### config.mk
export PLATFORM = sky130hd
export DESIGN_NAME = cpuDatapath
export DESIGN_NICKNAME = d
export VERILOG_FILES = /design/src/common/cpuCtrlPkg.sv /design/src/common/cpuIsaPkg.sv /design/src/logic/cpuDatapath.sv /design/src/logic/memStage.sv /design/src/csr/csrUnit.sv /design/src/execute/execUnit.sv /design/src/logic/regFile.sv
export SDC_FILE = /design/constraint.sdc
export NUM_CORES = 2
export LEC_CHECK = 0
export BUFFER_PORTS_ARGS = -buffer_cell sky130_fd_sc_hd__buf_4
export CORE_MARGIN = 8
export CORE_UTILIZATION = 31
export CTS_CLUSTER_DIAMETER = 60
export DETAILED_ROUTE_END_ITERATION = 8
export PLACE_DENSITY_LB_ADDON = 0.05
export REMOVE_ABC_BUFFERS = 1
export SLEW_MARGIN = 10
export SYNTH_ARGS = -nofsm -noshare
export SYNTH_HDL_FRONTEND = slang
export SYNTH_SLANG_ARGS = --single-unit
### constraint.sdc
create_clock -name clk -period 7.77 [get_ports clk]
set_input_delay 0.3885 -clock clk [delete_from_list [all_inputs] [get_ports clk]]
set_output_delay 0.3885 -clock clk [all_outputs]
set_load 0.1 [all_outputs]
### src/common/cpuCtrlPkg.sv
`default_nettype none

package cpuCtrlPkg;

   // alu operation select
   typedef logic [3:0] aluCtl;
   localparam aluCtl aluAdd  = 4'd0;
   localparam aluCtl aluSub  = 4'd1;
   localparam aluCtl aluAnd  = 4'd2;
   localparam aluCtl aluOr   = 4'd3;
   localparam aluCtl aluXor  = 4'd4;
   localparam aluCtl aluSlt  = 4'd5;
   localparam aluCtl aluSltu = 4'd6;
   localparam aluCtl aluSll  = 4'd7;
   localparam aluCtl aluSrl  = 4'd8;
   localparam aluCtl aluSra  = 4'd9;

   // conditional branch kind, brNone for everything else
   typedef logic [2:0] branchType;
   localparam branchType brNone = 3'd0;
   localparam branchType brEq   = 3'd1;
   localparam branchType brNe   = 3'd2;
   localparam branchType brLt   = 3'd3;
   localparam branchType brGe   = 3'd4;
   localparam branchType brLtu  = 3'd5;
   localparam branchType brGeu  = 3'd6;

   // immediate format
   typedef logic [2:0] immType;
   localparam immType immI = 3'd0;
   localparam immType immS = 3'd1;
   localparam immType immB = 3'd2;
   localparam immType immU = 3'd3;
   localparam immType immJ = 3'd4;

   // csrrw / csrrs / csrrc, 0 is unused
   typedef logic [1:0] csrOp;
   localparam csrOp csrW = 2'd1;
   localparam csrOp csrS = 2'd2;
   localparam csrOp csrC = 2'd3;

endpackage

`default_nettype wire

### src/common/cpuIsaPkg.sv
`default_nettype none

package cpuIsaPkg;

   // data path width
   localparam int xlen = 32;

   // data words and addresses
   typedef logic [xlen-1:0] word;
   // register file index
   typedef logic [4:0]      regIdx;
   // csr address space
   typedef logic [11:0]     csrAddr;

   // register fields of the instruction word
   localparam int rdLow   = 7;
   localparam int rdHigh  = 11;
   localparam int rs1Low  = 15;
   localparam int rs1High = 19;
   localparam int rs2Low  = 20;
   localparam int rs2High = 24;

   // csr number sits where the I-type immediate would be
   localparam int csrLow  = 20;
   localparam int csrHigh = 31;

   // machine trap setup and handling
   localparam csrAddr csrMtvec    = 12'h305;
   localparam csrAddr csrMscratch = 12'h340;
   localparam csrAddr csrMepc     = 12'h341;
   localparam csrAddr csrMcause   = 12'h342;

endpackage

`default_nettype wire
### src/logic/cpuDatapath.sv
`timescale 1ns/1ps
`default_nettype none

module cpuDatapath
   import cpuIsaPkg::*;
   import cpuCtrlPkg::*;
(
   input  logic                  clk,
   input  logic                  arstN,
   // EX stage instruction and control
   input  word                   instr,
   input  word                   pc,
   input  logic                  memWrite,
   input  logic                  memToReg,
   input  cpuCtrlPkg::branchType branchType,
   input  logic                  aluSrc,
   input  logic                  regWrite,
   input  logic                  jump,
   input  aluCtl                 aluControl,
   input  cpuCtrlPkg::immType    immType,
   input  logic                  csrEn,
   input  logic                  csrUimm,
   input  cpuCtrlPkg::csrOp      csrOp,
   // exception capture of mepc
   input  word                   excpMepc,
   input  logic                  excpMepcEn,
   // data memory
   output word                   dataAddr,
   output word                   writeData,
   output logic                  memWriteOut,
   input  word                   readData,
   // writeback, also the retire trace
   output logic                  wbEn,
   output regIdx                 wbIdx,
   output word                   wbData,
   output word                   pcNext,
   output logic                  pcSrc,
   output word                   mtvec,
   output word                   mepc
);

   word  rs1Data;
   word  rs2Data;
   logic fwdRs1;
   logic fwdRs2;
   word  fwdData;
   word  aluOut;
   word  storeData;
   word  rs1Value;
   word  csrRead;
   logic csrValid;

   // source indices straight from the E instruction
   regFile rf (
      .clk(clk), .arstN(arstN),
      .rs1Idx(instr[rs1High:rs1Low]), .rs2Idx(instr[rs2High:rs2Low]),
      .rs1Data(rs1Data), .rs2Data(rs2Data),
      .wrEn(wbEn), .wrIdx(wbIdx), .wrData(wbData)
   );

   execUnit ex (
      .instr(instr), .pc(pc), .rs1Data(rs1Data), .rs2Data(rs2Data),
      .fwdData(fwdData), .fwdRs1(fwdRs1), .fwdRs2(fwdRs2),
      .aluSrc(aluSrc), .jump(jump), .branchType(branchType),
      .aluControl(aluControl), .immType(immType),
      .aluOut(aluOut), .storeData(storeData), .pcNext(pcNext),
      .rs1Value(rs1Value), .pcSrc(pcSrc)
   );

   // runs beside the execute unit
   csrUnit csr (
      .clk(clk), .arstN(arstN), .instr(instr), .rs1Value(rs1Value),
      .csrEn(csrEn), .csrUimm(csrUimm), .csrOp(csrOp),
      .excpMepc(excpMepc), .excpMepcEn(excpMepcEn),
      .csrRead(csrRead), .csrValid(csrValid), .mtvec(mtvec), .mepc(mepc)
   );

   memStage mem (
      .clk(clk), .arstN(arstN), .instr(instr), .pc(pc),
      .aluOut(aluOut), .storeData(storeData),
      .memWrite(memWrite), .memToReg(memToReg), .regWrite(regWrite), .jump(jump),
      .csrRead(csrRead), .csrValid(csrValid), .readData(readData),
      .dataAddr(dataAddr), .writeData(writeData), .memWriteOut(memWriteOut),
      .fwdRs1(fwdRs1), .fwdRs2(fwdRs2), .fwdData(fwdData),
      .wbEn(wbEn), .wbIdx(wbIdx), .wbData(wbData)
   );

endmodule

`default_nettype wire

### src/logic/memStage.sv
`timescale 1ns/1ps
`default_nettype none

module memStage
   import cpuIsaPkg::*;
(
   input  logic  clk,
   input  logic  arstN,
   input  word   instr,
   input  word   pc,
   input  word   aluOut,
   input  word   storeData,
   input  logic  memWrite,
   input  logic  memToReg,
   input  logic  regWrite,
   input  logic  jump,
   input  word   csrRead,
   input  logic  csrValid,
   input  word   readData,
   output word   dataAddr,
   output word   writeData,
   output logic  memWriteOut,
   output logic  fwdRs1,
   output logic  fwdRs2,
   output word   fwdData,
   output logic  wbEn,
   output regIdx wbIdx,
   output word   wbData
);

   logic  regWriteM;
   logic  memToRegM;
   logic  jumpM;
   word   aluOutM;
   word   storeDataM;
   word   pcPlus4M;
   regIdx rdM;
   word   resultM;

   // EX/MEM control, x0 writes never become writes
   always_ff @(posedge clk or negedge arstN) begin
      if (!arstN) begin
         memWriteOut <= 1'b0;
         regWriteM   <= 1'b0;
         memToRegM   <= 1'b0;
         jumpM       <= 1'b0;
      end else begin
         memWriteOut <= memWrite;
         regWriteM   <= regWrite & (instr[rdHigh:rdLow] != '0);
         memToRegM   <= memToReg;
         jumpM       <= jump;
      end
   end

   // EX/MEM payload
   always_ff @(posedge clk) begin
      aluOutM    <= aluOut;
      storeDataM <= storeData;
      pcPlus4M   <= pc + 32'd4;
      rdM        <= instr[rdHigh:rdLow];
   end

   // memory port, answers in the same cycle
   assign dataAddr  = aluOutM;
   assign writeData = storeDataM;

   // csr read, then link address, then load, then alu
   assign resultM = csrValid  ? csrRead  :
                    jumpM     ? pcPlus4M :
                    memToRegM ? readData :
                                aluOutM;

   // forward to E when its sources hit the M destination
   assign fwdData = resultM;
   assign fwdRs1  = regWriteM & (rdM == instr[rs1High:rs1Low]);
   assign fwdRs2  = regWriteM & (rdM == instr[rs2High:rs2Low]);

   // MEM/WB
   always_ff @(posedge clk or negedge arstN) begin
      if (!arstN) begin
         wbEn <= 1'b0;
      end else begin
         wbEn <= regWriteM;
      end
   end

   always_ff @(posedge clk) begin
      wbIdx  <= rdM;
      wbData <= resultM;
   end

endmodule

`default_nettype wire

### src/csr/csrUnit.sv
`timescale 1ns/1ps
`default_nettype none

module csrUnit
   import cpuIsaPkg::*;
   import cpuCtrlPkg::*;
(
   input  logic              clk,
   input  logic              arstN,
   input  word               instr,
   input  word               rs1Value,
   input  logic              csrEn,
   input  logic              csrUimm,
   input  cpuCtrlPkg::csrOp  csrOp,
   input  word               excpMepc,
   input  logic              excpMepcEn,
   output word               csrRead,
   output logic              csrValid,
   output word               mtvec,
   output word               mepc
);

   logic             readEn;
   logic             writeEn;
   word              operand;
   logic             reqRead;
   logic             reqWrite;
   csrAddr           reqAddr;
   cpuCtrlPkg::csrOp reqOp;
   word              reqOperand;
   word              mscratch;
   word              mcause;
   word              oldValue;
   word              newValue;

   // E stage decode
   // rd == x0 means no read side effect
   assign readEn  = csrEn & (instr[rdHigh:rdLow] != '0);
   // set/clear with a zero source leave the csr alone
   assign writeEn = csrEn & ((instr[rs1High:rs1Low] != '0) | (csrOp == csrW));
   // uimm is the rs1 field, zero extended
   assign operand = csrUimm ? word'(instr[rs1High:rs1Low]) : rs1Value;

   // request register, E to M
   always_ff @(posedge clk or negedge arstN) begin
      if (!arstN) begin
         reqRead  <= 1'b0;
         reqWrite <= 1'b0;
      end else begin
         reqRead  <= readEn;
         reqWrite <= writeEn;
      end
   end

   always_ff @(posedge clk) begin
      reqAddr    <= instr[csrHigh:csrLow];
      reqOp      <= csrOp;
      reqOperand <= operand;
   end

   // M stage read, unknown addresses read as zero
   always_comb begin
      case (reqAddr)
         csrMtvec:    oldValue = mtvec;
         csrMepc:     oldValue = mepc;
         csrMscratch: oldValue = mscratch;
         csrMcause:   oldValue = mcause;
         default:     oldValue = '0;
      endcase
   end

   always_comb begin
      case (reqOp)
         csrW:    newValue = reqOperand;
         csrS:    newValue = oldValue | reqOperand;
         csrC:    newValue = oldValue & ~reqOperand;
         default: newValue = oldValue;
      endcase
   end

   assign csrRead  = reqRead ? oldValue : '0;
   assign csrValid = reqRead;

   // write lands at the end of M
   always_ff @(posedge clk or negedge arstN) begin
      if (!arstN) begin
         mtvec    <= '0;
         mepc     <= '0;
         mscratch <= '0;
         mcause   <= '0;
      end else begin
         if (reqWrite && (reqAddr == csrMtvec)) mtvec <= newValue;
         if (reqWrite && (reqAddr == csrMscratch)) mscratch <= newValue;
         if (reqWrite && (reqAddr == csrMcause)) mcause <= newValue;
         // exception capture beats the instruction write
         if (excpMepcEn) begin
            mepc <= excpMepc;
         end else if (reqWrite && (reqAddr == csrMepc)) begin
            mepc <= newValue;
         end
      end
   end

endmodule

`default_nettype wire

### src/execute/execUnit.sv
`timescale 1ns/1ps
`default_nettype none

module execUnit
   import cpuIsaPkg::*;
   import cpuCtrlPkg::*;
(
   input  word                   instr,
   input  word                   pc,
   input  word                   rs1Data,
   input  word                   rs2Data,
   input  word                   fwdData,
   input  logic                  fwdRs1,
   input  logic                  fwdRs2,
   input  logic                  aluSrc,
   input  logic                  jump,
   input  cpuCtrlPkg::branchType branchType,
   input  aluCtl                 aluControl,
   input  cpuCtrlPkg::immType    immType,
   output word                   aluOut,
   output word                   storeData,
   output word                   pcNext,
   output word                   rs1Value,
   output logic                  pcSrc
);

   word  opA;
   word  opB;
   word  aluB;
   word  imm;
   word  pcPlus4;
   word  pcBranch;
   logic taken;

   // MEM result wins, W bypass already folded into rs1Data/rs2Data
   assign opA = fwdRs1 ? fwdData : rs1Data;
   assign opB = fwdRs2 ? fwdData : rs2Data;

   // stores write the forwarded rs2, csr unit gets forwarded rs1
   assign storeData = opB;
   assign rs1Value  = opA;

   // sign-extended immediate per format
   always_comb begin
      case (immType)
         immI: imm = {{20{instr[31]}}, instr[31:20]};
         immS: imm = {{20{instr[31]}}, instr[31:25], instr[11:7]};
         immB: imm = {{19{instr[31]}}, instr[31], instr[7], instr[30:25],
                      instr[11:8], 1'b0};
         immU: imm = {instr[31:12], 12'b0};
         immJ: imm = {{11{instr[31]}}, instr[31], instr[19:12], instr[20],
                      instr[30:21], 1'b0};
         default: imm = '0;
      endcase
   end

   // second alu operand
   assign aluB = aluSrc ? imm : opB;

   always_comb begin
      case (aluControl)
         aluAdd:  aluOut = opA + aluB;
         aluSub:  aluOut = opA - aluB;
         aluAnd:  aluOut = opA & aluB;
         aluOr:   aluOut = opA | aluB;
         aluXor:  aluOut = opA ^ aluB;
         aluSlt:  aluOut = word'($signed(opA) < $signed(aluB));
         aluSltu: aluOut = word'(opA < aluB);
         // shift amount is the low five bits only
         aluSll:  aluOut = opA << aluB[4:0];
         aluSrl:  aluOut = opA >> aluB[4:0];
         aluSra:  aluOut = word'($signed(opA) >>> aluB[4:0]);
         default: aluOut = '0;
      endcase
   end

   // branch compare always on registers, never the immediate
   always_comb begin
      case (branchType)
         brNone:  taken = 1'b0;
         brEq:    taken = (opA == opB);
         brNe:    taken = (opA != opB);
         brLt:    taken = ($signed(opA) < $signed(opB));
         brGe:    taken = ($signed(opA) >= $signed(opB));
         brLtu:   taken = (opA < opB);
         brGeu:   taken = (opA >= opB);
         default: taken = 1'b0;
      endcase
   end

   // offsets are relative to the branch itself
   assign pcPlus4  = pc + 32'd4;
   assign pcBranch = pc + imm;

   // jump target comes out of the alu, bit 0 dropped as for jalr
   always_comb begin
      if (jump) begin
         pcNext = {aluOut[xlen-1:1], 1'b0};
      end else if (taken) begin
         pcNext = pcBranch;
      end else begin
         pcNext = pcPlus4;
      end
   end

   // any control transfer, taken or not
   assign pcSrc = (branchType != brNone) | jump;

endmodule

`default_nettype wire

### src/logic/regFile.sv
`timescale 1ns/1ps
`default_nettype none

module regFile
   import cpuIsaPkg::*;
(
   input  logic  clk,
   input  logic  arstN,
   input  regIdx rs1Idx,
   input  regIdx rs2Idx,
   output word   rs1Data,
   output word   rs2Data,
   input  logic  wrEn,
   input  regIdx wrIdx,
   input  word   wrData
);

   // x0 has no storage
   word regs [1:31];

   // x0 reads zero, same-cycle write shows through
   function automatic word readPort(regIdx idx);
      word value;
      if (idx == '0) begin
         value = '0;
      end else if (wrEn && (wrIdx == idx)) begin
         value = wrData;
      end else begin
         value = regs[idx];
      end
      return value;
   endfunction

   always_comb begin
      rs1Data = readPort(rs1Idx);
      rs2Data = readPort(rs2Idx);
   end

   always_ff @(posedge clk or negedge arstN) begin
      if (!arstN) begin
         for (int i = 1; i < 32; i++) begin
            regs[i] <= '0;
         end
      end else if (wrEn && (wrIdx != '0)) begin
         regs[wrIdx] <= wrData;
      end
   end

endmodule

`default_nettype wire

==> reports/summary.txt <==
status: finished clean
syn_area_per_cell: 11.4 um2
Synth cell types: 111
Total Wirelength: 402000 um
# DRC: 0
clock insertion delay at the later pin of the skew report: 880 ps
DRT antenna net count: 0
H-tree levels: 4
global-route usage over all layers: 28.7%
grt ovf: 0
crit-path max FO: 29
Crit. End Element: output pin
yosys warns: 0
Area growth syn-to-layout: 23.2%
GR Util met2: 45.9%
Design Power: 24.1 mW
CTS tree: built
minimum clock period: 7600 ps
initial core utilization: 31.2%
buffers added on ports: 342
first-pass GRT wire length: 553000 um
leak pwr: 43.6 nW
asr flop ratio synth: 86.0%
clk buf depth: 3
antenna violations before repair: 18
dpl cells: 10790
Via density: 5.79
area of the multi-input gates: 45100 um2
# rows: 185
pin count of the biggest net entering global routing: 168
Final Skew: 91.4 ps
die width: 522 um
Cells after Synth: 6962
Post-synth EDFFs: 0
P per Cell Area: 246 nW/um2
Final GP Congestion: 0.978
routed via count: 65005
placed cell areas: 90100 um2
Tcrit/Tclk final: 97.9%
Synth Cell Area: 79400 um2
CTS clk-pin slew, worst paths: 60 ps
Iter 0 DRT Violations: 5847
M1 GR Usage: 37.9%
vias in the first global route: 65217
Critical Path AT: 7220 ps
post-route design area: 97800 um2
WS Path Type: in -> out
peak supply drop: 0.244 mV
fillers: 24948
DRT Pass-1 Iters: 6
number of setup violations in the final report: 0
FMAX: 132 MHz
Seq/Total Area, Yosys: 40.2%
Post-synth top flop: dfrtp_1
clk sinks: 1311
IO Count: 350
required time worst endpoint: 7380 ps
Worst setup SP type: input pin
Die Y: 522 um
Layout Nets: 8030
RSZ-0062 raised after global routing: yes
DP Wirelength: 289000 um
Relative slew margins: 13.7%
Post-Layout Cell Count: 11235
Inserted Clock Buffers: 171
CTS Root Cell: clkbuf_16
Die ar.: 273000 um2
Storage cell area: 31900 um2
Max Cap Viol: 0
Top Usage Layer GRT: met2
WL/cell: 35.7 um
share of layout cells above drive strength 1: 39.9%
GR Layer Usage met3: 4.53%
#FFs+latches synth: 1311
Slew @ Worst Pin: 1290 ps
Hold Crit Class: in -> reg
CORE AREA: 254000 um2
Final Max Tran Viols: 0
Final Hold Fails: 0
-- cells in the mapped netlist (all sizes together), types with 46 or more instances --
cell	n	share of area [%]
nor2	420	2.0
nand3	71	0.45
a211oi	64	0.62
a22oi	85	0.80
buf	226	1.5
nand2	472	2.2
o21ai	360	2.3
nor3	95	0.63
ha	162	2.6
clkbuf	372	1.8
a221oi	60	0.69
dfrtp	1127	36
a21oi	289	1.8
xnor2	69	0.76
dfxtp	184	4.6
mux2i	309	3.9
inv	180	0.85
mux4	459	13
o22ai	66	0.52
mux2	1109	16
a31oi	46	0.37
-- where the power goes --
part,switching (mW),leakage (nW),internal (mW)
sequential,0.657,16.6,7.70
clock,3.38,2.86,4.90
combinational,4.52,24.1,2.93
-- per-layer routing --
layer,routed length (um),vias up
met2,183000,2360
li1,-,27705
met4,23200,6
met5,149,-
met1,173000,34271
met3,22300,663
-- cell type report --
type                            count  share of cell area (%)
Clock inverter                     70                    1.06
Timing Repair Buffer             1178                    10.2
Antenna cell                       13                  0.0333
Sequential cell                  1311                    32.6
Multi-Input combinational cell   4872                    46.1
Clock buffer                      244                    4.97
Inverter                          181                   0.702
Tap cell                         3366                    4.30
-- critical path, cell delays in order --
cell	delay, ps
buf_8	210
buf_12	300
buf_4	450
mux4_2	590
mux2i_1	440
o32ai_1	180
a2111oi_0	530
buf_4	230
a2bb2oi_1	310
buf_4	200
inv_1	80
ha_1	350
nand4_1	140
or2_2	340
nor4_2	300
buf_4	160
mux2i_1	180
a31oi_1	60
o311ai_1	110
and3_4	340
buf_12	150
or2_2	100
a21oi_1	50
buf_4	160
a41oi_1	320
buf_4	370
-- cells by family (layout without fill, tap and decap cells) --
group,count (synthesis),after routing,synth area share [%]
multiplexers,1877,1877,32.7
AO/OA/AOI/OAI,1389,1389,11.6
AND/OR/NAND/NOR,1345,1345,7.81
flip-flops,1311,1311,40.2
buffers and inverters,779,1673,4.09
adder cells (fa/ha/maj),165,165,2.63
XOR/XNOR,96,96,1.06
other,0,13,0
-- flip-flops by register name, indices dropped and copies added (netlist names), 5 cells and up --
register,flops
mem.writeData,32
csr.reqOperand,32
csr.reqAddr,12
csr.mepc,32
mem.rdM,5
mem.wbIdx,5
csr.mscratch,32
rf.regs,992
mem.wbData,32
csr.mcause,32
mem.pcPlus4M,32
csr.mtvec,32
mem.dataAddr,32
-- worst paths after layout --
| check | start | endpoint | slack, ps | depth (start not counted) |
|---|---|---|---|---|
| hold / removal | excpMepcEn | csr.mepc[0] | 70 | 3 |
| min in group asynchronous | arstN | rf.regs[464] | 110 | 2 |
| max in group asynchronous | arstN | rf.regs[31] | 5530 | 4 |
| setup / recovery | instr[15] | pcNext[16] | 170 | 26 |
| setup reg to reg | rf.regs[262] | mem.dataAddr[21] | 1600 | 27 |
| hold reg to reg | mem.rdM[4] | mem.wbIdx[4] | 400 | 0 |
-- repair_timing --
action / CTS / global route
resized for setup: 66 / 85
setup buffers: 9 / 11
pin swaps: 7 / 24
hold buffers: 98 / 0
endpoints found under the setup margin: 32 / 32
endpoints found under the hold margin: 177 / 0
-- per-stage QoR --
stage / utilization [%] / hold WS, ps / setup slack [ps] / TNS (ps)
finish: 38.5 / 73.9 / 166 / 0
global route: 38.5 / 69.3 / -10.1 / -23.2
CTS: 38.3 / 5.07 / 0.840 / 0
detailed placement: 35.4 / 386 / -601 / -4040
global placement: 35.4 / 382 / -675 / -4050
floorplan: - / 92.9 / -2530 / -51130
-- layout by cell type, fill, tap and decap left out, types with 39 or more instances in the layout --
master and count:
clkbuf_16 171, a221oi_1 55, buf_4 993, o211ai_1 43, a211oi_1 58, o22ai_1 66
o21ai_0 333, nor2_1 401, mux4_2 459, nand3_1 70, mux2i_1 302, nor3_1 85
a31oi_1 39, dfxtp_1 181, nand2_1 451, a21oi_1 279, mux2_2 1105, buf_12 62
xnor2_1 64, a21o_1 42, dfrtp_1 1124, dlygate4sd3_1 98, ha_1 161, clkbuf_1 42
a22oi_1 82, inv_1 171
Power figures use the tool's default switching activity.
